`src/verilog/mips_settings.svh`:
```
`ifndef MIPS_SETTINGS_SVH
`define MIPS_SETTINGS_SVH

// Reset PC, start of the code segment
`define CODE_SEG_PC     32'h0000_3000

// Fixed register indices
`define REG_ADDR_FLAG   5'd30
`define REG_ADDR_RET    5'd31

// Instruction memory depth in words
`define IMEM_WORDS      256

`endif

```
`src/verilog/gpr.sv`:
```
`timescale 1ns/1ps

module gpr (
        input  logic        clk,
        input  logic        rst,
        input  logic [4:0]  rs,
        input  logic [4:0]  rt,
        input  logic        we,
        input  logic [4:0]  wAddr,
        input  logic [31:0] wData,
        output logic [31:0] rsData,
        output logic [31:0] rtData
);
        logic [31:0] regs [32];

        always_ff @(posedge clk) begin
                if (rst) begin
                        for (int i = 0; i < 32; i++) begin
                                regs[i] <= '0;
                        end
                end else if (we && wAddr != 5'd0) begin
                        // $zero is never written
                        regs[wAddr] <= wData;
                end
        end

        assign rsData = regs[rs];
        assign rtData = regs[rt];

        // Destination comes from the decoder mux in the top level
        wAddrKnown: assert property (@(posedge clk) disable iff (rst)
                we |-> !$isunknown(wAddr));

endmodule

```
`config.mk`:
```
export PLATFORM = sky130hd
export DESIGN_NAME = gpr
export DESIGN_NICKNAME = d
export VERILOG_FILES = /design/src/verilog/mips_settings.svh /design/src/verilog/gpr.sv
export SDC_FILE = /design/constraint.sdc
export NUM_CORES = 2
export LEC_CHECK = 0
export BUFFER_PORTS_ARGS = -buffer_cell sky130_fd_sc_hd__buf_2
export CORE_ASPECT_RATIO = 1.75
export CORE_MARGIN = 2
export CORE_UTILIZATION = 55
export CTS_CLUSTER_SIZE = 20
export DETAILED_ROUTE_END_ITERATION = 8
export PLACE_DENSITY = 0.72
export SLEW_MARGIN = 25
export SYNTH_ARGS = -nofsm -noshare
export SYNTH_HDL_FRONTEND = slang
export SYNTH_SLANG_ARGS = --single-unit
```
`constraint.sdc`:
```
create_clock -name clk -period 2.55 [get_ports clk]
set_clock_uncertainty 0.05 [all_clocks]
set_input_delay 0.51 -clock clk [delete_from_list [all_inputs] [get_ports clk]]
set_output_delay 0.51 -clock clk [all_outputs]
set_load 0.02 [all_outputs]
```
==> results.sh <==
export IMPL_worst_pin_slew_ps=732
export IMPL_wire_per_inst_um=34.2
export IMPL_crit_path_end_kind="output port"
export IMPL_ys_warn_count=0
export IMPL_clk_path_buf_depth=3
export IMPL_biggestRegsByFlops="regs (1024)"
export IMPL_critPathKind="flip-flop to output port"
export IMPL_cpLargestDelayFamily="compound AO/OA/AOI/OAI gates"
export IMPL_fmax_mhz=354
export IMPL_cts_root_buf="clkbuf_16"
export IMPL_status="complete, but fails checks"
export IMPL_finalInstanceArea_um2=69300
export IMPL_worstHoldStart="wData[31]"
export IMPL_globalRoute_totalOverflow=0
export IMPL_worstSetupStartpointType="flip-flop"
export IMPL_nets=5058
export IMPL_grt_max_degree=51
export IMPL_syn_cell_area_um2=55900
export IMPL_grt_pass1_wl_um=302000
export IMPL_dr_first_iter_drc_count=6026
export IMPL_layout_min_cycle_time_ps=2830
export IMPL_cts_tree="built"
export IMPL_drive_above_1_share=0.223
export IMPL_synth_seq_area_share=0.550
export IMPL_peakVddDrop_v=0.000563
export IMPL_leakage_nw=27.8
export IMPL_holdPathStages=2
export IMPL_min_path_type="input pin to flip-flop"
export IMPL_finalSetupViolations=63
export IMPL_async_reset_ff_frac=0
export IMPL_avgSynthCellArea_um2=12.1
export IMPL_arrival_ps=2270
export IMPL_critPathSlowestCell="edfxtp_1"
export IMPL_min_period_over_period=1.11
export IMPL_clock_sinks=1024
export IMPL_rsz0062_at_grt="true"
export IMPL_maxSlewHeadroom=0.512
export IMPL_grt_pass1_vias=43600
export IMPL_synth_cells=4605
export IMPL_area_delta_synth_final_pct=23.9
export IMPL_cts_buffers=94
export IMPL_min_to="regs[14][31]$_SDFFCE_PN0P_"
export IMPL_floorplan_initialDensity=0.555
export IMPL_drt_drc_violations_left=4
export IMPL_vias=43700
export IMPL_core_area_um2=101000
export IMPL_placementRows=154
export IMPL_ioPinCount=114
export IMPL_yosysTopAreaCell="edfxtp_1"
export IMPL_yosysUniqueCellTypes=29
export IMPL_path_buf_inv=1
export IMPL_dieArea_um2=104000
export IMPL_cts_hold_buf=0
export IMPL_pre_cts_ws_ps=-358
export IMPL_cap_violations=0
export IMPL_synth_ff_type="edfxtp_1"
export IMPL_worstPathRequired_ps=1990
export IMPL_antenna_found_initial=31
export IMPL_numPortBuffers=113
export IMPL_n_fill_cell=6991
export IMPL_synth_top_cell_area_share=0.550
export IMPL_path_cells="mux2i_1, a22o_1, nor3_2, a31oi_1, nand3_1, buf_6"
export IMPL_largest_register="regs"
export IMPL_violations="DRC, setup timing"
export IMPL_die_y_um=426
export IMPL_dp_hpwl_um=132000
export IMPL_synthTopCellsByCount="1024 x edfxtp_1, 1024 x mux2i_1, 994 x and2_1"
export IMPL_ys_ff_latch=1024
export IMPL_clk_pin_slew_ps=70
export IMPL_power_density_nw_per_um2=597
export IMPL_synth_edf_count=1024
export IMPL_fp_dieW_um=245
export IMPL_largest_reg_flops=1024
export IMPL_drt_wl_total_um=220000
export IMPL_hold_violations=0
export IMPL_cp_max_fo=2
export IMPL_htreeDepth=3
export IMPL_grt_use_total=0.412
export IMPL_crit_path_max_incr_delay_ps=420
export IMPL_gp_congestion=0.938
export IMPL_postRouteAntennaNets=0
export IMPL_vias_per_cell=6.80
export IMPL_timing_final_ws_setup_ps=-278
export IMPL_dpl_instance_area_um2=62100
export IMPL_synth_area_leaders="edfxtp_1 55%, mux2i_1 18%, and2_1 11%"
export IMPL_firstDrtPassIters=8
export IMPL_slew_viol_final=0
-- report_power, final --
part | internal [mW] | switching, mW
registers | 19.4 | 0.549
clock network | 7.84 | 6.62
logic | 2.90 | 3.98
total | 30.2 | 11.1
-- area by class of cell --
class                      instances  area, um2  share of cell area
multi-input combinational       3166      24600               0.355
timing repair buffer             722       9150               0.132
clock inverter                    66        629             0.00908
tap                             1326       1660              0.0239
clock buffer                     103       2410              0.0347
sequential                      1024      30700               0.444
antenna                           22       55.1            0.000795
-- worst max path at each step --
stage	from	endpoint	slack, ps	cells past startpoint
finish	regs[0][19]$_SDFFCE_PN0P_	rsData[19]	-280	6
global route	regs[0][4]$_SDFFCE_PN0P_	rsData[4]	-290	7
CTS	regs[0][4]$_SDFFCE_PN0P_	rsData[4]	-210	7
detailed placement	rt[2]	rtData[8]	-360	9
global placement	rt[2]	rtData[8]	-380	9
floorplan	rt[1]	rtData[25]	210	8
-- layout by cell type, fill, tap and decap left out, types with 14 or more instances in the layout --
cell / instances
a21oi_1: 186
a22o_1: 126
a22oi_1: 180
a31oi_1: 26
a31oi_2: 19
a31oi_4: 19
and2_1: 992
buf_12: 166
buf_16: 40
buf_2: 44
buf_4: 338
buf_6: 102
clkbuf_16: 108
clkinv_1: 26
clkinv_2: 16
conb_1: 32
diode_2: 22
edfxtp_1: 1024
mux2i_1: 1002
mux2i_2: 18
nand2_1: 194
nand3_1: 136
nand3_2: 52
nor2_4: 33
nor3_2: 42
nor3_4: 14
or2_2: 33
-- per-layer routing --
layer,global-route usage,vias to the layer above,wire length (um)
li1,-,17700,-
met1,0.445,21300,67500
met2,0.663,3516,102000
met3,0.110,1217,26600
met4,0.366,16,23100
met5,0,-,105
-- through the flow --
step | std cells | utilization | TNS [ps] | hold slack, ps | power (mW)
floorplan | 4636 | - | 0 | 658 | 23.2
global placement | 6121 | 0.616 | -11920 | 1060 | 25.8
detailed placement | 6121 | 0.616 | -12760 | 1070 | 25.9
finish | 6429 | 0.687 | -7820 | 322 | 41.3
global route | 6412 | 0.687 | -10600 | 345 | 42.2
CTS | 6358 | 0.675 | -7640 | 285 | 40.8
-- what timing repair did --
action                     in CTS  in global routing
pin swaps                     130                138
gates cloned                   24                 13
resized for setup             358                113
buffers inserted               57                 40
setup endpoints to repair      64                 64
-- logic make-up (layout without fill, tap and decap cells) --
kind of cell / count (synthesis) / in the layout / synth area share
AOI/OAI and AO/OA: 576 / 576 / 0.0702
buffers and inverters: 446 / 891 / 0.0390
DFF: 1024 / 1024 / 0.550
muxes: 1024 / 1024 / 0.183
other: 1 / 54 / 0.0000671
and+or+nand+nor: 1534 / 1534 / 0.157
Note: power is estimated with default switching activity, not from simulation.
