**config.mk**
```make
export PLATFORM = sky130hd
export DESIGN_NAME = lsu
export DESIGN_NICKNAME = d
export VERILOG_FILES = /design/src/verilog/mips_settings.svh /design/src/verilog/core_pkg.sv /design/src/verilog/lsu.sv
export SDC_FILE = /design/constraint.sdc
export NUM_CORES = 1
export LEC_CHECK = 0
export ABC_AREA = 1
export BUFFER_PORTS_ARGS = -buffer_cell sky130_fd_sc_hd__buf_2
export CAP_MARGIN = 25
export CELL_PAD_IN_SITES_DETAIL_PLACEMENT = 2
export CELL_PAD_IN_SITES_GLOBAL_PLACEMENT = 2
export CORE_ASPECT_RATIO = 0.7
export CORE_UTILIZATION = 13
export CTS_CLUSTER_SIZE = 20
export DETAILED_ROUTE_END_ITERATION = 8
export GPL_TIMING_DRIVEN = 1
export PLACE_DENSITY = 0.86
export SYNTH_ARGS = -nofsm -noshare
export SYNTH_HDL_FRONTEND = slang
export SYNTH_SLANG_ARGS = --single-unit
```
**constraint.sdc**
```tcl
create_clock -name clk -period 1.5 [get_ports clk]
set_input_delay 0.3 -clock clk [delete_from_list [all_inputs] [get_ports clk]]
set_output_delay 0.3 -clock clk [all_outputs]
set_load 0.01 [all_outputs]
```
**src/verilog/mips_settings.svh**
```systemverilog
`ifndef MIPS_SETTINGS_SVH
`define MIPS_SETTINGS_SVH

// Reset PC, start of the code segment
`define CODE_SEG_PC     32'h0000_3000

// Fixed register indices
`define REG_ADDR_FLAG   5'd30
`define REG_ADDR_RET    5'd31

// Instruction memory depth in words
`define IMEM_WORDS      256

`endif

```
**src/verilog/core_pkg.sv**
```systemverilog
package core_pkg;

        typedef enum logic [2:0] {S1, S2, S3, S4, S5} stateE;

        typedef enum logic [2:0] {ALU_ADD, ALU_SUB, ALU_OR, ALU_SLT, ALU_LUI} aluOpE;

        typedef enum logic [1:0] {PC_SEQ, PC_BRANCH, PC_JUMP, PC_REG} pcSelE;

        typedef enum logic [1:0] {DST_RD, DST_RT, DST_RET, DST_FLAG} regDstE;

        typedef enum logic [1:0] {WB_ALU, WB_MEM, WB_PC4} wbSelE;

        typedef struct packed {
                logic   pcWe;
                pcSelE  pcSel;
                logic   irWe;
                logic   regWe;
                regDstE regDst;
                wbSelE  wbSel;
                aluOpE  aluOp;
                logic   aluSrcImm;
                logic   extSigned;
                logic   memReq;
                logic   memWe;
        } ctrlT;

        // One record per completed instruction
        typedef struct packed {
                logic [31:0] pc;
                logic [31:0] nextPc;
                logic        regWe;
                logic [4:0]  regAddr;
                logic [31:0] regData;
        } retireT;

        typedef struct packed {
                logic        cyc;
                logic        stb;
                logic        we;
                logic [31:0] adr;
                logic [31:0] datW;
                logic [3:0]  sel;
        } wbMasterT;

        typedef struct packed {
                logic        ack;
                logic [31:0] datR;
        } wbSlaveT;

endpackage

```
**src/verilog/lsu.sv**
```systemverilog
`timescale 1ns/1ps

module lsu
        import core_pkg::*;
(
        input  logic        clk,
        input  logic        rst,
        input  ctrlT        ctrl,
        input  logic [31:0] addr,
        input  logic [31:0] storeData,
        output wbMasterT    wbOut,
        input  wbSlaveT     wbIn,
        output logic [31:0] loadData,
        output logic        done
);
        // Request lasts exactly as long as S4, so the bus drops after ack
        always_comb begin
                wbOut.cyc = ctrl.memReq;
                wbOut.stb = ctrl.memReq;
                wbOut.we = ctrl.memReq & ctrl.memWe;
                wbOut.adr = {addr[31:2], 2'b00};
                wbOut.datW = storeData;
                // Word accesses only
                wbOut.sel = 4'hf;
        end

        assign done = wbOut.cyc & wbIn.ack;

        always_ff @(posedge clk) begin
                if (done && !wbOut.we) begin
                        loadData <= wbIn.datR;
                end
        end

        stbNeedsCyc: assert property (@(posedge clk) disable iff (rst)
                $rose(wbOut.stb) |-> wbOut.cyc);

        // Address, data and direction steady across wait states
        busStable: assert property (@(posedge clk) disable iff (rst)
                wbOut.stb && !wbIn.ack |=> wbOut.stb && $stable(wbOut.adr)
                        && $stable(wbOut.we) && $stable(wbOut.datW));

endmodule

```
==> impl_metrics.env <==
export IMPL_synth_distinct_cells=6
export IMPL_crit_path_start_kind="flip-flop"
export IMPL_cts_tree="yes"
export IMPL_drc=0
export IMPL_ys_top_cells_by_area="edfxtp_1 (63%), buf_4 (35%), conb_1 (0.50%), inv_1 (0.50%), nand2_1 (0.50%)"
export IMPL_path_class="reg2out"
export IMPL_yosys_area_top_type="edfxtp_1"
export IMPL_critPathSlowestCell="edfxtp_1"
export IMPL_finalHoldViolCount=0
export IMPL_fin_nets=237
export IMPL_wl_mm=3.012
export IMPL_drive_gt1_frac=0.6393
export IMPL_holdPathEnd="loadData[17]"
export IMPL_syn_to_final_growth_pct=12.80
export IMPL_ant_nets=0
export IMPL_reg_top3="loadData: 32 flops"
export IMPL_port_buffers=71
export IMPL_dieArea_mm2=0.01210
export IMPL_cp_slowest_stage_delay_ns=0.36
export IMPL_multi_input_area_um2=41.29
export IMPL_top_register="loadData"
export IMPL_holdPathStages=1
export IMPL_clk_pin_slew_ns=0.05
export IMPL_cts_root_buf="clkbuf_16"
export IMPL_yosysTopAreaCellShare=0.6342
export IMPL_outcome="complete, no violations"
export IMPL_synth_avg_cell_area_um2=13.90
export IMPL_max_cap_violations=0
export IMPL_drtIter0Drc=23
export IMPL_grt_max_degree=33
export IMPL_synth_area_mux_share=0
export IMPL_cp_num_buf_inv=1
export IMPL_die_y_um=92.33
export IMPL_fillers=1269
export IMPL_rows=32
export IMPL_dieWidth_um=131.0
export IMPL_cts_sinks=32
export IMPL_first_pass_iters=2
export IMPL_worstHoldStart="wbIn[17]"
export IMPL_worstPathCellList="buf_2"
export IMPL_synth_xor_area_frac=0
export IMPL_synthAdderAreaFrac=0
export IMPL_boundaryPins=219
export IMPL_diodes=0
export IMPL_yosys_register_bits=32
export IMPL_hpwlAfterDp_mm=2.416
export IMPL_postCtsHoldBufs=0
export IMPL_period_share=0.7205
export IMPL_synth_simple_area_share=0.009083
export IMPL_fin_util=0.1530
export IMPL_final_seq_area_um2=960.9
export IMPL_drv_slew=0
export IMPL_htreeDepth=2
export IMPL_power_density_mw_per_mm2=1225
export IMPL_crit_fanout=1
export IMPL_core_mm2=0.01117
export IMPL_grt_usage=0.04833
export IMPL_leakage_uw=0.0006900
export IMPL_cts_setup_buffers=0
export IMPL_largest_reg_flops=32
export IMPL_crit_arrival_ns=0.78
export IMPL_placedInstanceArea_mm2=0.001577
export IMPL_setup_tns_final_ns=0
export IMPL_critical_path_top_delay_family="flip-flops"
export IMPL_finalSetupViolCount=0
export IMPL_start_util=0.1356
export IMPL_netlist_instances=109
export IMPL_cts_buffers=5
export IMPL_via_per_inst=2.687
export IMPL_yosysSeqAreaShare=0.6342
export IMPL_max_freq_mhz=925.3
export IMPL_max_vdd_ir_drop_mv=0.3585
export IMPL_min_path_type="in2reg"
export IMPL_cts_resized=0
export IMPL_crit_path_end_kind="output pin"
export IMPL_antenna_found_initial=1
export IMPL_via_count=739
export IMPL_yosysWarnings=0
export IMPL_gr_total_overflow=0
export IMPL_synth_compound_area_frac=0
export IMPL_gp_congestion=0.5774
export IMPL_final_area_mm2=0.001709
export IMPL_synth_top_family_by_area="buffers and inverters"
export IMPL_rsz0062_at_grt="false"
export IMPL_wl_per_cell_um=10.95
export IMPL_grt_pass1_wl_mm=4.153
export IMPL_syn_cell_area_mm2=0.001515
export IMPL_ctsLongestPathBuffers=2
export IMPL_worst_ep_required_time_ns=1.20
export IMPL_final_min_clock_period_ns=1.081
export IMPL_grt_pass1_vias=790
==> metrics by stage <==
stage	power (µW)	hold slack (ns)	instances	setup WS, ns
floorplan	1293	0.3989	113	0.2242
global placement	1202	0.4764	268	0.3515
detailed placement	1210	0.4788	268	0.3111
CTS	2144	0.1978	275	0.3999
global route	2193	0.1946	275	0.3699
finish	2093	0.2060	275	0.4193
==> cells in the mapped netlist <==
| cell type | number |
|---|---|
| edfxtp_1 | 32 |
| conb_1 | 2 |
| buf_4 | 70 |
| inv_1 | 2 |
| nor2_2 | 1 |
| nand2_1 | 2 |
==> report_power, final <==
part	internal [µW]	switching [µW]	total, µW
sequential	1030	9.11	1040
clock	591	314	905
combinational	66.5	79.0	145
total	1690	402	2090
==> how the worst max path moves through the flow <==
stage | from | to | cells past startpoint
after global placement | ctrl[1] | loadData[7] | 4
after floorplan | wbIn[32] | loadData[0] | 2
after detailed placement | ctrl[1] | loadData[15] | 4
after CTS | loadData[11] | loadData[11] | 1
after global routing | loadData[24] | loadData[24] | 1
final | loadData[1] | loadData[1] | 1
==> cell type report <==
cell class / count / area share
Sequential cell: 32 / 0.5622
Inverter: 2 / 0.004392
Multi-Input combinational cell: 9 / 0.02416
Tap cell: 153 / 0.1120
Clock inverter: 2 / 0.004392
Clock buffer: 5 / 0.07321
Timing Repair Buffer: 72 / 0.2196
==> logic make-up after synthesis <==
group	after synthesis
AND/OR/NAND/NOR	3
buffers and inverters	72
flip-flops	32
other	2
==> cells in the final DEF (no fill, tap or decap), drive strengths merged <==
master  count
edfxtp     32
clkinv      2
nor2        1
buf        72
clkbuf      5
conb        6
inv         2
nand2       2
==> routing by layer <==
| layer | share of wire | track usage | vias up |
|---|---|---|---|
| met5 | 0 | 0 | - |
| met4 | 0.022 | 0.02969 | 0 |
| met3 | 0.20 | 0.04159 | 5 |
| met2 | 0.46 | 0.07099 | 87 |
| met1 | 0.32 | 0.04492 | 343 |
| li1 | - | - | 304 |
No activity file was read; power rests on OpenSTA's default activity.
