<file path="config.mk">
export PLATFORM = sky130hd
export DESIGN_NAME = alu
export DESIGN_NICKNAME = d
export VERILOG_FILES = /design/src/verilog/mips_settings.svh /design/src/verilog/core_pkg.sv /design/src/verilog/alu.sv
export SDC_FILE = /design/constraint.sdc
export NUM_CORES = 1
export LEC_CHECK = 0
export BUFFER_PORTS_ARGS = -buffer_cell sky130_fd_sc_hd__buf_2
export CAP_MARGIN = 20
export CORE_ASPECT_RATIO = 0.5
export CORE_UTILIZATION = 59
export DETAILED_ROUTE_END_ITERATION = 10
export PLACE_DENSITY = 0.95
export SLEW_MARGIN = 20
export SYNTH_ARGS = -nofsm -noshare
export SYNTH_HDL_FRONTEND = slang
export SYNTH_SLANG_ARGS = --single-unit
</file>
<file path="constraint.sdc">
create_clock -name vclk -period 11.4
set_input_delay 1.14 -clock vclk [all_inputs]
set_output_delay 1.14 -clock vclk [all_outputs]
set_load 0.01 [all_outputs]
</file>
<file path="src/verilog/mips_settings.svh">
`ifndef MIPS_SETTINGS_SVH
`define MIPS_SETTINGS_SVH

// Reset PC, start of the code segment
`define CODE_SEG_PC     32'h0000_3000

// Fixed register indices
`define REG_ADDR_FLAG   5'd30
`define REG_ADDR_RET    5'd31

// Instruction memory depth in words
`define IMEM_WORDS      256

`endif

</file>
<file path="src/verilog/core_pkg.sv">
package core_pkg;

        typedef enum logic [2:0] {S1, S2, S3, S4, S5} stateE;

        typedef enum logic [2:0] {ALU_ADD, ALU_SUB, ALU_OR, ALU_SLT, ALU_LUI} aluOpE;

        typedef enum logic [1:0] {PC_SEQ, PC_BRANCH, PC_JUMP, PC_REG} pcSelE;

        typedef enum logic [1:0] {DST_RD, DST_RT, DST_RET, DST_FLAG} regDstE;

        typedef enum logic [1:0] {WB_ALU, WB_MEM, WB_PC4} wbSelE;

        typedef struct packed {
                logic   pcWe;
                pcSelE  pcSel;
                logic   irWe;
                logic   regWe;
                regDstE regDst;
                wbSelE  wbSel;
                aluOpE  aluOp;
                logic   aluSrcImm;
                logic   extSigned;
                logic   memReq;
                logic   memWe;
        } ctrlT;

        // One record per completed instruction
        typedef struct packed {
                logic [31:0] pc;
                logic [31:0] nextPc;
                logic        regWe;
                logic [4:0]  regAddr;
                logic [31:0] regData;
        } retireT;

        typedef struct packed {
                logic        cyc;
                logic        stb;
                logic        we;
                logic [31:0] adr;
                logic [31:0] datW;
                logic [3:0]  sel;
        } wbMasterT;

        typedef struct packed {
                logic        ack;
                logic [31:0] datR;
        } wbSlaveT;

endpackage

</file>
<file path="src/verilog/alu.sv">
`timescale 1ns/1ps

module alu
        import core_pkg::*;
(
        input  aluOpE       op,
        input  logic [31:0] a,
        input  logic [31:0] b,
        output logic [31:0] y,
        output logic        zero,
        output logic        overflow
);
        logic [31:0] sum;
        logic [31:0] diff;

        assign sum = a + b;
        assign diff = a - b;

        always_comb begin
                case (op)
                ALU_SUB: y = diff;
                ALU_OR:  y = a | b;
                ALU_SLT: y = {31'd0, $signed(a) < $signed(b)};
                ALU_LUI: y = {b[15:0], 16'h0000};
                default: y = sum;
                endcase
        end

        assign zero = (y == 32'd0);

        // Signed overflow of add, operands alike and sum sign flipped
        assign overflow = (op == ALU_ADD) && (a[31] == b[31]) && (sum[31] != a[31]);

endmodule

</file>
==> qor.txt <==
ROUTING
---------------------------------------------------------------------------------
Iter 0 DRT Violations ..............................................          642
Number of nets with antenna violations after routing ...............            0
Average routed wire per standard cell ..............................      20.2 um
1st-pass router iterations .........................................            6
Total Routed Length ................................................     19100 um
Routed vias/inst ...................................................         6.71
DR vias ............................................................         6337
DR DRC count .......................................................            0

GLOBAL ROUTING
---------------------------------------------------------------------------------
Tot GR Track Use ...................................................        41.0%
First-pass GRT wire length .........................................     28800 um
Grt ovf ............................................................            0
Vias in the first global route .....................................         5576
GR peak layer ......................................................         met2
Met1 track demand over resource in global routing ..................        52.9%
Largest net degree at the start of global routing ..................           28
Met3 track utilization from global routing .........................        8.63%
Met2 layer usage reported by global route ..........................        68.9%
Initial antenna violation count ....................................            0

LOGIC SYNTHESIS
---------------------------------------------------------------------------------
Post-synthesis cell count ..........................................          772
Yosys warning total ................................................            0
Avg Inst Size Synth ................................................   6.53 sq um
Post-synthesis sequential area ratio ...............................           0%
Area share of the largest cell type after synthesis ................        23.8%
Area of the mapped netlist .........................................   5040 sq um
Main area contributors after synthesis ............................. ha_1 (24%), a21oi_1 (8.0%), inv_1 (7.1%)
Library cell occupying the most area in the post-synthesis netlist .         ha_1
Unique masters post-synth ..........................................           74
Post-Synthesis Net Count ...........................................          937

POWER AND IR DROP
---------------------------------------------------------------------------------
Fraction of power consumed by sequential logic .....................           0%
Peak supply drop ...................................................    0.0290 mV
Power per Cell Area ................................................ 60.4 nW/um^2
Combinational fraction of design power .............................       100.0%
Leakage ............................................................   0.00279 uW
Switching power ....................................................       214 uW
Part of the power in the clock network .............................           0%
Switching share of power ...........................................        64.0%
Int Power ..........................................................       120 uW

CRITICAL PATH
---------------------------------------------------------------------------------
End point of the critical path .....................................         zero
Critical path class ................................................       in2out
Crit path from .....................................................         b[5]
Required time of the critical path .................................     10.26 ns
Nature of the critical path endpoint ............................... primary output
Startpoint types ...................................................   input port
Critical path data arrival time ....................................      5.39 ns
Critical Path Fanout Max ...........................................           13

LAYOUT
---------------------------------------------------------------------------------
Clock buffers ......................................................            0
Most used cells in the layout excluding fill and tap cells ......... buf_2 (101), inv_1 (96), ha_1 (96)
Fin nets ...........................................................         1000
Fraction of layout cells with a size suffix above 1 ................        14.4%
Antenna diode instance count .......................................            0
Final-layout fill cell count .......................................          784
Final Util .........................................................        68.0%
P&R area growth vs syn .............................................        9.83%
Area used by multi-input combinational logic .......................   4500 sq um
Leading cell type in the layout, fill and taps excluded ............        buf_2
Seq. cell area .....................................................      0 sq um
Seq Cell Count .....................................................            0

CTS
---------------------------------------------------------------------------------
Resize count post-CTS ..............................................            0
Post-CTS Hold Buffers ..............................................            0
Post-CTS setup repair buffer count .................................            0

TIMING
---------------------------------------------------------------------------------
Slew @ Worst Pin ...................................................     0.715 ns
Max transition margin ..............................................        51.9%
Unrepaired setup endpoints after global routing ....................           no
Tcrit/Tclk final ...................................................        57.3%
Max frequency ......................................................      153 MHz
Number of max-slew violations in the final report ..................            0
Final Hold Viols ...................................................            0
Time the final worst path needs with I/O delays and setup ..........      6.53 ns
Setup TNS ..........................................................         0 ns
Endpoints failing setup ............................................            0

OUTCOME
---------------------------------------------------------------------------------
Result of the run .................................................. complete, no violations

FLOORPLAN
---------------------------------------------------------------------------------
Number of rows created at floorplan ................................           23
Starting density of the core .......................................        61.9%
Number of placed I/O pins ..........................................          101
Die outline height .................................................      67.4 um
Die area ...........................................................   8940 sq um
Area of the core region ............................................   8140 sq um
Horizontal extent of the die .......................................       133 um

RUN
---------------------------------------------------------------------------------
Maxcap violations ..................................................            0

HOLD PATH
---------------------------------------------------------------------------------
Kind of path behind the tightest hold check ........................       in2out

PLACE
---------------------------------------------------------------------------------
DPL Wire Length ....................................................     15400 um
GP Congestion ......................................................         1.06
Port Buffer Count ..................................................          101

## worst max-delay path, stage by stage
cell and delay (ns):
buf_2 0.15, inv_1 0.08, ha_1 0.55, nor3b_1 0.10, nor3_1 0.32, nand2_1 0.22
a31oi_1 0.55, o211a_1 0.22, o22ai_1 0.12, or4_1 0.61, or4_1 0.57, nor4b_2 0.23
nand4b_1 0.14, nor4_2 0.22, buf_2 0.17
## power groups by stage
stage                     combinational (uW)  clock, uW  sequential, uW
after floorplan                          219          0               0
after global placement                   317          0               0
after detailed placement                 319          0               0
after CTS                                321          0               0
after global routing                     358          0               0
final                                    335          0               0
## cell families after synthesis
family	Yosys count	synth area share, %
muxes	4	0.794
xor gates and xnor gates	24	4.17
AOI/OAI and AO/OA	271	36.3
and+or+nand+nor	234	23.1
buffers and inverters	141	11.0
adders and majority gates	98	24.6
## cells in the mapped netlist, drive strengths merged (3+ instances only)
| library cell | count |
|---|---|
| nand3 | 12 |
| nand2 | 56 |
| o22ai | 11 |
| nor4 | 11 |
| o211a | 4 |
| a221oi | 12 |
| nand3b | 4 |
| a2111oi | 3 |
| a21boi | 3 |
| o31a | 5 |
| or4 | 6 |
| o221ai | 10 |
| a211oi | 9 |
| buf | 13 |
| a21oi | 81 |
| and3 | 4 |
| nor2b | 8 |
| a31oi | 8 |
| a221o | 3 |
| o211ai | 13 |
| nand4 | 12 |
| nor3b | 3 |
| o221a | 3 |
| o21bai | 9 |
| inv | 96 |
| o41ai | 3 |
| clkbuf | 31 |
| xor2 | 3 |
| nand2b | 6 |
| nor2 | 72 |
| ha | 96 |
| nor3 | 19 |
| o21a | 3 |
| o21ai | 45 |
| mux2i | 4 |
| or3 | 5 |
| and2 | 8 |
| a211o | 4 |
| o31ai | 8 |
| a21o | 15 |
| xnor2 | 21 |
## worst min-delay path by stage
| stage | from | to | slack [ns] | cells after the start |
|---|---|---|---|---|
| 6_report | a[31] | overflow | 2.68 | 4 |
| 5_1_grt | a[31] | overflow | 2.70 | 4 |
| 4_1_cts | a[31] | overflow | 2.67 | 4 |
| 3_5_place_dp | a[31] | overflow | 2.68 | 4 |
| 3_3_place_gp | b[14] | y[30] | 2.66 | 4 |
| 2_1_floorplan | b[9] | y[25] | 2.42 | 2 |
## metal layers
metal | wire length (um) | vias up
met5 | 0 | -
met4 | 581 | 0
met3 | 2460 | 57
met2 | 8210 | 445
met1 | 7830 | 2919
li1 | - | 2916
## through the flow
step	total power, uW	hold WS [ns]	setup slack (ns)	cells	area, sq um
after detailed placement	319	2.68	5.01	945	5540
after CTS	321	2.67	4.98	945	5540
after global placement	317	2.66	5.02	945	5540
final	335	2.68	4.87	945	5540
after floorplan	219	2.42	5.70	772	5040
after global routing	358	2.70	4.63	945	5540
## area by class of cell
class	count	area share, %
multi-input combinational	631	81.2
timing repair buffer	105	9.67
inverter	97	6.58
tap	112	2.53
(Power assumes the default switching activity.)
