===== config.mk =====
export PLATFORM = sky130hd
export DESIGN_NAME = ctr
export DESIGN_NICKNAME = d
export VERILOG_FILES = /design/src/verilog/mips_settings.svh /design/src/verilog/isa_pkg.sv /design/src/verilog/core_pkg.sv /design/src/verilog/ctr.sv
export SDC_FILE = /design/constraint.sdc
export NUM_CORES = 1
export LEC_CHECK = 0
export ABC_AREA = 0
export BUFFER_PORTS_ARGS = -buffer_cell sky130_fd_sc_hd__clkbuf_2
export CAP_MARGIN = 5
export CORE_ASPECT_RATIO = 0.75
export CORE_MARGIN = 10
export CORE_UTILIZATION = 25
export CTS_CLUSTER_DIAMETER = 200
export DETAILED_ROUTE_END_ITERATION = 10
export GPL_ROUTABILITY_DRIVEN = 1
export PLACE_DENSITY_LB_ADDON = 0.15
export SLEW_MARGIN = 20
export SYNTH_ARGS = -nofsm -noshare
export SYNTH_HDL_FRONTEND = slang
export SYNTH_SLANG_ARGS = --single-unit

===== constraint.sdc =====
create_clock -name clk -period 2.2 [get_ports clk]
set_input_delay 0.22 -clock clk [delete_from_list [all_inputs] [get_ports clk]]
set_output_delay 0.22 -clock clk [all_outputs]
set_load 0.05 [all_outputs]

===== src/verilog/mips_settings.svh =====
`ifndef MIPS_SETTINGS_SVH
`define MIPS_SETTINGS_SVH

// Reset PC, start of the code segment
`define CODE_SEG_PC     32'h0000_3000

// Fixed register indices
`define REG_ADDR_FLAG   5'd30
`define REG_ADDR_RET    5'd31

// Instruction memory depth in words
`define IMEM_WORDS      256

`endif


===== src/verilog/isa_pkg.sv =====
package isa_pkg;

        typedef enum logic [5:0] {
                OP_SPECIAL = 6'h00,
                OP_J       = 6'h02,
                OP_JAL     = 6'h03,
                OP_BEQ     = 6'h04,
                OP_ADDI    = 6'h08,
                OP_ADDIU   = 6'h09,
                OP_ORI     = 6'h0d,
                OP_LUI     = 6'h0f,
                OP_LW      = 6'h23,
                OP_SW      = 6'h2b
        } opE;

        // Funct codes under OP_SPECIAL
        typedef enum logic [5:0] {
                F_SLL  = 6'h00,
                F_JR   = 6'h08,
                F_ADDU = 6'h21,
                F_SUBU = 6'h23,
                F_SLT  = 6'h2a
        } functE;

        typedef struct packed {
                opE          op;
                logic [4:0]  rs;
                logic [4:0]  rt;
                logic [4:0]  rd;
                logic [4:0]  shamt;
                functE       funct;
        } rInstrT;

        typedef struct packed {
                opE          op;
                logic [4:0]  rs;
                logic [4:0]  rt;
                logic [15:0] imm;
        } iInstrT;

        typedef struct packed {
                opE          op;
                logic [25:0] target;
        } jInstrT;

        // One instruction word seen through its three formats
        typedef union packed {
                rInstrT r;
                iInstrT i;
                jInstrT j;
        } instrT;

        typedef enum logic [3:0] {
                K_NOP, K_ADDU, K_SUBU, K_SLT, K_JR, K_ORI, K_LUI, K_ADDI,
                K_ADDIU, K_LW, K_SW, K_BEQ, K_J, K_JAL, K_ILLEGAL
        } instrKindE;

endpackage


===== src/verilog/core_pkg.sv =====
package core_pkg;

        typedef enum logic [2:0] {S1, S2, S3, S4, S5} stateE;

        typedef enum logic [2:0] {ALU_ADD, ALU_SUB, ALU_OR, ALU_SLT, ALU_LUI} aluOpE;

        typedef enum logic [1:0] {PC_SEQ, PC_BRANCH, PC_JUMP, PC_REG} pcSelE;

        typedef enum logic [1:0] {DST_RD, DST_RT, DST_RET, DST_FLAG} regDstE;

        typedef enum logic [1:0] {WB_ALU, WB_MEM, WB_PC4} wbSelE;

        typedef struct packed {
                logic   pcWe;
                pcSelE  pcSel;
                logic   irWe;
                logic   regWe;
                regDstE regDst;
                wbSelE  wbSel;
                aluOpE  aluOp;
                logic   aluSrcImm;
                logic   extSigned;
                logic   memReq;
                logic   memWe;
        } ctrlT;

        // One record per completed instruction
        typedef struct packed {
                logic [31:0] pc;
                logic [31:0] nextPc;
                logic        regWe;
                logic [4:0]  regAddr;
                logic [31:0] regData;
        } retireT;

        typedef struct packed {
                logic        cyc;
                logic        stb;
                logic        we;
                logic [31:0] adr;
                logic [31:0] datW;
                logic [3:0]  sel;
        } wbMasterT;

        typedef struct packed {
                logic        ack;
                logic [31:0] datR;
        } wbSlaveT;

endpackage


===== src/verilog/ctr.sv =====
`timescale 1ns/1ps

module ctr
        import isa_pkg::*;
        import core_pkg::*;
(
        input  logic  clk,
        input  logic  rst,
        input  instrT instr,
        input  logic  zero,
        input  logic  overflow,
        input  logic  memDone,
        output ctrlT  ctrl,
        output stateE state,
        output logic  retireValid
);
        instrKindE kind;
        stateE     nextState;
        logic      taken;
        logic      ovf;

        // Decode
        always_comb begin
                kind = K_ILLEGAL;
                case (instr.r.op)
                OP_SPECIAL: begin
                        case (instr.r.funct)
                        F_ADDU: kind = K_ADDU;
                        F_SUBU: kind = K_SUBU;
                        F_SLT:  kind = K_SLT;
                        F_JR:   kind = K_JR;
                        F_SLL:  kind = (instr.j.target == 26'd0) ? K_NOP : K_ILLEGAL;
                        default: kind = K_ILLEGAL;
                        endcase
                end
                OP_J:     kind = K_J;
                OP_JAL:   kind = K_JAL;
                OP_BEQ:   kind = K_BEQ;
                OP_ADDI:  kind = K_ADDI;
                OP_ADDIU: kind = K_ADDIU;
                OP_ORI:   kind = K_ORI;
                OP_LUI:   kind = K_LUI;
                OP_LW:    kind = K_LW;
                OP_SW:    kind = K_SW;
                default:  kind = K_ILLEGAL;
                endcase
        end

        always_comb begin
                case (state)
                S1: nextState = S2;
                S2: nextState = S3;
                S3: nextState = (kind == K_LW || kind == K_SW) ? S4 : S5;
                S4: nextState = memDone ? S5 : S4;
                default: nextState = S1;
                endcase
        end

        always_ff @(posedge clk) begin
                if (rst) begin
                        state <= S1;
                end else begin
                        state <= nextState;
                end
        end

        // ALU flags kept for writeback
        always_ff @(posedge clk) begin
                if (state == S3) begin
                        taken <= zero;
                        ovf <= overflow;
                end
        end

        always_comb begin
                ctrl = '0;
                ctrl.aluOp = ALU_ADD;
                ctrl.extSigned = 1'b1;
                case (kind)
                K_SUBU, K_BEQ: ctrl.aluOp = ALU_SUB;
                K_SLT:         ctrl.aluOp = ALU_SLT;
                K_ORI: begin
                        ctrl.aluOp = ALU_OR;
                        ctrl.aluSrcImm = 1'b1;
                        ctrl.extSigned = 1'b0;
                end
                K_LUI: begin
                        ctrl.aluOp = ALU_LUI;
                        ctrl.aluSrcImm = 1'b1;
                end
                K_ADDI, K_ADDIU, K_LW, K_SW: ctrl.aluSrcImm = 1'b1;
                default: ;
                endcase

                ctrl.irWe = (state == S1);

                if (state == S4) begin
                        ctrl.memReq = 1'b1;
                        ctrl.memWe = (kind == K_SW);
                end

                if (state == S5) begin
                        ctrl.pcWe = 1'b1;
                        case (kind)
                        K_ADDU, K_SUBU, K_SLT: ctrl.regWe = 1'b1;
                        K_ORI, K_LUI, K_ADDIU: begin
                                ctrl.regWe = 1'b1;
                                ctrl.regDst = DST_RT;
                        end
                        K_ADDI: begin
                                // Overflow goes to the flag register instead of rt
                                ctrl.regWe = 1'b1;
                                ctrl.regDst = ovf ? DST_FLAG : DST_RT;
                        end
                        K_LW: begin
                                ctrl.regWe = 1'b1;
                                ctrl.regDst = DST_RT;
                                ctrl.wbSel = WB_MEM;
                        end
                        K_BEQ: ctrl.pcSel = taken ? PC_BRANCH : PC_SEQ;
                        K_J:   ctrl.pcSel = PC_JUMP;
                        K_JAL: begin
                                ctrl.pcSel = PC_JUMP;
                                ctrl.regWe = 1'b1;
                                ctrl.regDst = DST_RET;
                                ctrl.wbSel = WB_PC4;
                        end
                        K_JR:  ctrl.pcSel = PC_REG;
                        default: ;
                        endcase
                end
        end

        assign retireValid = (state == S5);

        memReqInS4: assert property (@(posedge clk) disable iff (rst)
                ctrl.memReq |-> state == S4);

endmodule


==> results of run 1 <==
==> area by class of cell <==
type | instances | share of cell area, %
repair buffers | 71 | 29.8
flip-flops and latches | 5 | 8.26
well taps | 52 | 4.43
inverters | 4 | 1.02
clock buffers | 4 | 3.07
multi-input cells | 108 | 53.4
==> registers in the layout (all words and copies together) (netlist names) <==
register	count
ovf	1
taken	1
state	3
==> layer usage <==
metal / GRT usage (%) / vias to the layer above / wire length (µm) / part of all wire (%)
li1: - / 619 / - / -
met1: 12.7 / 565 / 1660 / 47
met2: 15.1 / 25 / 1640 / 46
met3: 3.49 / 2 / 214 / 6.1
met4: 1.56 / 0 / 10 / 0.28
met5: 0 / - / 0 / 0
==> critical path, cell delays in order <==
cell      delay (ns)
clkbuf_2        0.12
nor4_4          0.33
nand3_2         0.10
o211ai_2        0.22
or4b_4          0.51
nor3_4          0.22
buf_12          0.16
==> timing repair <==
item	CTS	global route
pin swaps	0	1
gates cloned	0	0
hold buffers	0	0
setup endpoints to repair	1	2
endpoints found under the hold margin	0	0
resized for setup	1	5
==> layout by cell type (no fill, tap or decap), types with 3 or more instances in the layout <==
| master | n |
|---|---|
| o311a_1 | 3 |
| clkbuf_2 | 52 |
| nor2_1 | 11 |
| nor3_1 | 6 |
| o21ai_1 | 3 |
| nand2_1 | 12 |
| nand2b_1 | 3 |
| xnor2_1 | 3 |
| nor4_2 | 3 |
| buf_12 | 3 |
| nand4_1 | 5 |
| nor2b_1 | 4 |
| clkbuf_8 | 3 |
| buf_4 | 14 |
| a21oi_1 | 9 |
| inv_1 | 4 |
| nor4_1 | 5 |
==> power by group through the flow <==
| stage | logic [W] | registers [W] | clock network, W |
|---|---|---|---|
| floorplan | 0.000129 | 0.000127 | 0 |
| global placement | 0.000226 | 0.000112 | 0 |
| detailed placement | 0.000229 | 0.000113 | 0 |
| CTS | 0.000231 | 0.000112 | 0.000173 |
| global route | 0.000251 | 0.000112 | 0.000180 |
| finish | 0.000232 | 0.000112 | 0.000169 |
==> cells by family (layout without fill, tap and decap cells) <==
logic type	Yosys count	after routing	synth area share (%)
xor+xnor	4	4	3.72
buf+inv	15	79	8.78
simple gates	70	70	46.0
fa+ha+maj	1	1	1.20
flops	5	5	12.8
mux	1	1	1.06
compound gates	32	32	26.5
==> Yosys cell counts, types with 2 or more instances <==
library cell | instances | area [µm²]
nor4b_1 | 2 | 17.5
or4b_1 | 2 | 20.0
nor2_1 | 12 | 45.0
nand4_1 | 5 | 31.3
clkbuf_1 | 2 | 7.51
xnor2_1 | 3 | 26.3
and3_1 | 2 | 12.5
nand2_1 | 12 | 45.0
edfxtp_1 | 2 | 60.1
o211ai_1 | 2 | 15.0
dfxtp_1 | 3 | 60.1
buf_2 | 6 | 30.0
inv_1 | 4 | 15.0
o21ai_1 | 3 | 15.0
nand2b_1 | 3 | 18.8
buf_6 | 2 | 22.5
o21a_1 | 2 | 15.0
nor4_1 | 7 | 43.8
nor2b_1 | 4 | 25.0
nor3_1 | 7 | 35.0
o311a_1 | 3 | 30.0
and2_1 | 2 | 12.5
a21oi_1 | 10 | 50.1
o21ai_0 | 2 | 10.0
nor3_2 | 2 | 20.0
nand3_1 | 2 | 10.0
==> final timing paths <==
| path | start | cells after the start | slack, ns | end |
|---|---|---|---|---|
| worst max-delay path | instr[2] | 7 | 0.09 | ctrl[11] |
| worst min-delay path | zero | 1 | 0.18 | taken |
| worst max register to register | state[1] | 2 | 1.02 | ovf |
| worst min register to register | state[2] | 1 | 0.53 | state[2] |
==> per-stage QoR <==
step | hold WS, ns | TNS (ns)
2_1_floorplan | 0.292 | -0.103
3_3_place_gp | 0.397 | -0.0201
5_1_grt | 0.171 | -0.0218
6_report | 0.176 | 0
4_1_cts | 0.172 | 0
3_5_place_dp | 0.400 | -0.00915
==> impl_metrics.ini, run 1 <==
[status]
outcome = finished, final reports clean

[layout]
num_antenna_cells = 0
multi_input_area_um2 = 785
fillers = 398
seq_area_um2 = 121
utilization_pct = 40.4
areaGrowthSynthToFinish_pct = 56.1
fin_nets = 230
final_area_um2 = 1470
layout-drive-gt1-share_pct = 49.5
final_cells = 244

[floorplanning]
die_w_um = 90.8
rows = 19
fp.coreArea_um2 = 3640
initial_core_util_pct = 25.9
io_pins = 57
die_area_um2 = 6640
die_h_um = 73.1

[placed_design]
dpl_cell_area_um2 = 1400
dp_hpwl_um = 2950
io_buffer_count = 56
gp_congestion = 0.820
dp_slack_ns = -0.00915
dp_cells = 240

[synth]
synth_area_um2 = 941
syn-instance-count = 128
yosysSeqAreaShare_pct = 12.8
synth_nets = 165
synth_edf_count = 2
yosys_warnings = 0
ys.flop_type = dfxtp_1
async_flop_share_pct = 0
synth_cell_type_count = 48
synth_seq_cells = 5
syn_area_per_cell_um2 = 7.35

[route]
wire_per_inst_um = 14.5
antenna_left = 0
routed_wirelength_um = 3530
drt_first_pass_iters = 4
viasPerCell = 4.96
vias = 1211
drc_errors = 0
dr.first_iter.drc_count = 102

[global_route]
grt_max_degree = 18
grt_use_total_pct = 9.69
antenna_found_initial = 0
grt_pass1_vias = 1140
grt_pass1_wl_um = 5350
overflow = 0

[timing]
period_needed_ns = 2.11
relSlewSlack_pct = 72.6
fmaxAchievable_ghz = 0.475
maxSlewViolCount = 0
worst_pin_slew_ns = 0.410
min_period_over_period_pct = 95.8
rsz0062_at_grt = yes
layout_setup_ws_ns = 0.0926
skew_ns = 0.000831
hold_viol = 0
setup_viol = 0

[cts]
clkLatencyLatePin_ns = 0.22
root_buffer = clkbuf_8
cts_tree = done
h-tree-depth = 1
postCtsSetupRepairBufs = 0
clock-sinks = 5
clockBufferDepth = 2
path_clk_slew_ns = 0.03
numCtsBuffers = 3

[power]
power_density_nw_per_um2 = 349
power.total_w = 0.000512
p_seq_share_pct = 21.8
clkPwrFrac_pct = 32.9
pwr-share-comb_pct = 45.3
switching_share_pct = 37.9
power.switching_w = 0.000194
p_int_w = 0.000318
peakVddDrop_mv = 0.399
p_leak_nw = 0.611

[setup_path]
required_ns = 1.98
start_kind = input port
crit_type = input port to output pin
worstPathMaxFanout = 3
crit_arrival_ns = 1.89
cp-end-kind = output pin

[min_path]
hold_path_class = input port to register

[flow_run]
maxCapViolations = 0
No activity file was read; power rests on OpenSTA's default activity.
==> inputs of run 2 (changes only) <==
CORE_UTILIZATION = 37   (was 25)
==> run 2 against run 1 <==
  * Sequential power is essentially flat
  * Total power shrank 12%
  * Critical endpoint unchanged
  * Worst setup slack lost 0.0016 ns
  * Die area shrank 25%
  * Clock power shrank 37%
  * Maximum frequency is essentially flat
  * Clock skew is essentially flat
  * Register-to-register slack lost 0.02 ns
  * Largest power group unchanged
==> impl_metrics.ini, run 2 (synthesized netlist as in run 1, its figures left out) <==
[global_route]
grt_use_total_pct = 13.2
grt_max_degree = 14
grt_pass1_wl_um = 5630
overflow = 0
antenna_found_initial = 0
grt_pass1_vias = 1191

[power]
switching_share_pct = 41.8
clkPwrFrac_pct = 23.4
pwr-share-comb_pct = 52.1
p_seq_share_pct = 24.6
power.switching_w = 0.000189
p_int_w = 0.000263
power_density_nw_per_um2 = 312
peakVddDrop_mv = 0.219
p_leak_nw = 0.617

[route]
wire_per_inst_um = 14.9
dr.first_iter.drc_count = 88
vias = 1201
viasPerCell = 5.22
antenna_left = 0
drc_errors = 0
drt_first_pass_iters = 4
routed_wirelength_um = 3420

[layout]
final_cells = 230
largest_register_ffs = 3
reg_top3 = state x3, ovf x1, taken x1
final_cell_mix = 53 x clkbuf_2, 19 x buf_4, 12 x nand2_1
final_area_um2 = 1450
num_antenna_cells = 0
fin_nets = 234
layout-drive-gt1-share_pct = 50.5
final_common_cell = clkbuf_2
fillers = 246
largest-register = state
areaGrowthSynthToFinish_pct = 53.9

[status]
outcome = finished, final reports clean

[setup_path]
start_kind = input port
reg2reg_slack_ns = 1.00
crit_type = input port to output pin
reg2reg_depth = 2
worstPathMaxFanout = 4
crit-reg2reg-launch = state[1]
cp-end-kind = output pin
crit_arrival_ns = 1.89
required_ns = 1.98
r2r_end = taken

[min_path]
min_path_cells = 1
hold_path_class = input port to register
hold-path-endpoint = ovf
worstHoldStart = overflow

[cts]
clkLatencyLatePin_ns = 0.24
cts_tree = done
h-tree-depth = 1
clockBufferDepth = 2
clock-sinks = 5
root_buffer = clkbuf_4
path_clk_slew_ns = 0.04
numCtsBuffers = 3
postCtsSetupRepairBufs = 0

[timing]
fmaxAchievable_ghz = 0.474
maxSlewViolCount = 0
rsz0062_at_grt = no
fin_hold_ws_ns = 0.156
period_needed_ns = 2.11
skew_ns = 0.000730
setup_viol = 0
worst_pin_slew_ns = 0.405
layout_setup_ws_ns = 0.0910
relSlewSlack_pct = 72.9
setup-tns-final_ns = 0
hold_viol = 0
min_period_over_period_pct = 95.9

[floorplanning]
die_h_um = 63.7
die_w_um = 78.2
initial_core_util_pct = 39.8
io_pins = 57
rows = 15
die_area_um2 = 4980
fp.coreArea_um2 = 2360

[placed_design]
io_buffer_count = 56
dpl_cell_area_um2 = 1380
dp_cells = 226
dp_hpwl_um = 2920
gp_congestion = 0.781
dp_slack_ns = 0.0300

[flow_run]
maxCapViolations = 0
[run 2: stage by stage]
stage               total power [W]  utilization, %
CTS                        0.000453            59.6
finish                     0.000452            61.2
detailed placement         0.000342            58.5
global route               0.000489            61.2
floorplan                  0.000256               -
global placement           0.000335            58.5
[run 2: metal layers]
layer	vias to the layer above	global-route usage, %	wire [µm]
li1	625	-	-
met1	538	16.3	1500
met2	34	22.1	1660
met3	4	2.83	235
met4	0	4.02	30
met5	-	0	0
[run 2: worst max path at each step]
stage / start / endpoint / slack [ns]
4_1_cts: instr[0] / ctrl[11] / 0.01
2_1_floorplan: state[0] / ctrl[10] / -0.06
3_5_place_dp: instr[0] / ctrl[11] / 0.03
6_report: instr[0] / ctrl[11] / 0.09
5_1_grt: instr[27] / ctrl[8] / 0.004
3_3_place_gp: instr[0] / ctrl[11] / 0.01
[run 2: area by class of cell]
type | instances | area [µm²] | share of cell area, %
tap | 34 | 42.5 | 2.94
timing repair buffer | 75 | 440 | 30.4
sequential | 5 | 121 | 8.38
inverter | 4 | 15.0 | 1.04
multi-input combinational | 108 | 802 | 55.4
clock buffer | 4 | 26.3 | 1.82
[run 2: power by group through the flow]
stage | sequential, W | clock (W) | combinational (W)
floorplan | 0.000127 | 0 | 0.000129
global placement | 0.000112 | 0 | 0.000223
detailed placement | 0.000113 | 0 | 0.000229
CTS | 0.000111 | 0.000112 | 0.000230
global route | 0.000112 | 0.000120 | 0.000256
finish | 0.000111 | 0.000106 | 0.000235
[run 2: worst max-delay path, cell delays in order]
cell      delay (ns)
clkbuf_2        0.11
nor4_2          0.30
nand4_1         0.15
o211ai_2        0.23
or4b_4          0.50
nor3_4          0.21
buf_12          0.16
[run 2: timing repair]
action	4_1_cts	5_1_grt
gates resized for setup	0	8
setup endpoints to repair	0	4
hold buffers	0	0
==> inputs of run 3 (changes only) <==
clock period = 2.15 ns   (was 2.2 ns; I/O delays follow)
==> run 3 against run 2 <==
  * Critical path depth is the same
  * Register-to-register slack is essentially flat
  * First-iteration DRC count grew 11%
  * Global-route usage is essentially flat
  * Combinational power grew 7%
  * Clock power is essentially flat
  * Critical path type unchanged
  * Largest power group unchanged
==> impl_metrics.ini, run 3 (synthesized netlist as in run 1, its figures left out) <==
[route]
wl_met3_um = 206
antenna_left = 0
drc_errors = 0
viasPerCell = 5.51
drt-met1-wl_um = 1480
dr.first_iter.drc_count = 98
drt_first_pass_iters = 5
top_layer = met4
routed_wirelength_um = 3500
wire_per_inst_um = 15.2
vias = 1268
wl_met2_um = 1810

[power]
p_seq_share_pct = 24.1
power_density_nw_per_um2 = 317
pwr-share-comb_pct = 53.3
switching_share_pct = 41.7
p_int_w = 0.000274
peakVddDrop_mv = 0.376
p_leak_nw = 0.624
power.switching_w = 0.000196
clkPwrFrac_pct = 22.6

[timing]
relSlewSlack_pct = 69.9
layout_setup_ws_ns = 0.0661
setup_viol = 0
maxSlewViolCount = 0
period_needed_ns = 2.08
worst_pin_slew_ns = 0.451
skew_ns = 0.00676
min_period_over_period_pct = 96.9
fmaxAchievable_ghz = 0.480
rsz0062_at_grt = no
hold_viol = 0

[setup_path]
crit_arrival_ns = 1.87
start_kind = input port
crit_family = simple AND/OR/NAND/NOR gates
required_ns = 1.93
crit_chain = clkbuf_2 > nand2b_1 > or4b_1 > o311ai_2 > o21ai_1 > a21oi_2 > clkbuf_4
worstPathMaxFanout = 7
crit_type = input port to output pin
crit_slowest_cell = or4b_1
cpPeakStageDelay_ns = 0.57
cp-end-kind = output pin
critPathBufInv = 2

[cts]
h-tree-depth = 1
numCtsBuffers = 3
path_clk_slew_ns = 0.04
root_buffer = clkbuf_4
clockBufferDepth = 2
clkLatencyLatePin_ns = 0.24
clock-sinks = 5
cts_tree = done
postCtsSetupRepairBufs = 0
postCtsHoldBufs = 0

[min_path]
hold_path_class = input port to register

[layout]
reg_top3 = state x3, ovf x1, taken x1
largest-register = state
fin_nets = 234
num_antenna_cells = 0
layout-drive-gt1-share_pct = 51.5
final_common_cell = clkbuf_2
final_area_um2 = 1490
final_cells = 230
largest_register_ffs = 3
final_cell_mix = 51 x clkbuf_2, 18 x buf_4, 12 x nand2_1
areaGrowthSynthToFinish_pct = 58.0

[floorplanning]
die_h_um = 63.7
die_w_um = 78.2
die_area_um2 = 4980
initial_core_util_pct = 39.8
io_pins = 57
rows = 15
fp.coreArea_um2 = 2360

[placed_design]
dp_slack_ns = -0.0129
dp_cells = 226
gp_congestion = 0.775
dpl_cell_area_um2 = 1400
dp_hpwl_um = 2910
io_buffer_count = 56

[global_route]
overflow = 0
grt_use_total_pct = 13.2
grt_pass1_wl_um = 5650
antenna_found_initial = 0
grt_max_degree = 16
grt_pass1_vias = 1246

[flow_run]
maxCapViolations = 0

[status]
outcome = finished, final reports clean
-- run 3: changes by cell type in the layout (fill, tap and decap cells not counted) --
cell,previous run,this run
clkbuf_4,4,7
o21ai_2,0,1
buf_2,1,0
o21ai_1,3,2
a2111oi_4,0,1
nor2_2,1,2
buf_4,19,18
nor2_1,11,10
clkbuf_2,53,51
buf_12,1,2
a2111oi_2,1,0
-- run 3: worst register-to-register path: cells and delay by family, from the launching register on --
| family | cells | cell delay, ns |
|---|---|---|
| flops | 1 | 0.44 |
| simple gates | 1 | 0.27 |
| buf+inv | 1 | 0.11 |
-- run 3: final timing paths --
check                               start        to  slack [ns]  cells after the start
worst max-delay path            instr[30]  ctrl[10]        0.07                      7
worst min-delay path             overflow       ovf        0.16                      1
worst max register to register   state[1]     taken        1.01                      2
worst min register to register   state[2]  state[2]        0.54                      1
-- run 3: area by class of cell --
type | count | area (µm²)
fill | 229 | 878
tap | 34 | 42.5
multi-input combinational | 108 | 821
sequential | 5 | 121
timing repair buffer | 75 | 460
clock buffer | 4 | 26.3
inverter | 4 | 15.0
-- run 3: metrics by stage --
step	total power [W]	TNS (ns)	util [%]	hold WS, ns
floorplan	0.000263	-0.156	-	0.287
global placement	0.000346	-0.00788	59.0	0.392
detailed placement	0.000354	-0.0129	59.0	0.397
CTS	0.000466	0	60.4	0.158
global route	0.000507	0	62.9	0.150
finish	0.000471	0	62.9	0.164
-- run 3: what timing repair did --
item	4_1_cts	5_1_grt
gates resized for setup	1	15
pin swaps	0	3
endpoints found under the setup margin	1	5
-- run 3: routing by layer --
metal / global-route usage (%) / vias up
met1: 15.3 / 598
met3: 3.54 / 2
met2: 23.9 / 40
met5: 0 / -
met4: 2.01 / 0
li1: - / 628
-- run 3: power groups by stage --
stage,Clock [W],Sequential (W),Combinational [W]
2_1_floorplan,0,0.000130,0.000133
3_3_place_gp,0,0.000115,0.000231
3_5_place_dp,0,0.000115,0.000239
4_1_cts,0.000111,0.000114,0.000241
5_1_grt,0.000121,0.000115,0.000271
6_report,0.000106,0.000114,0.000251
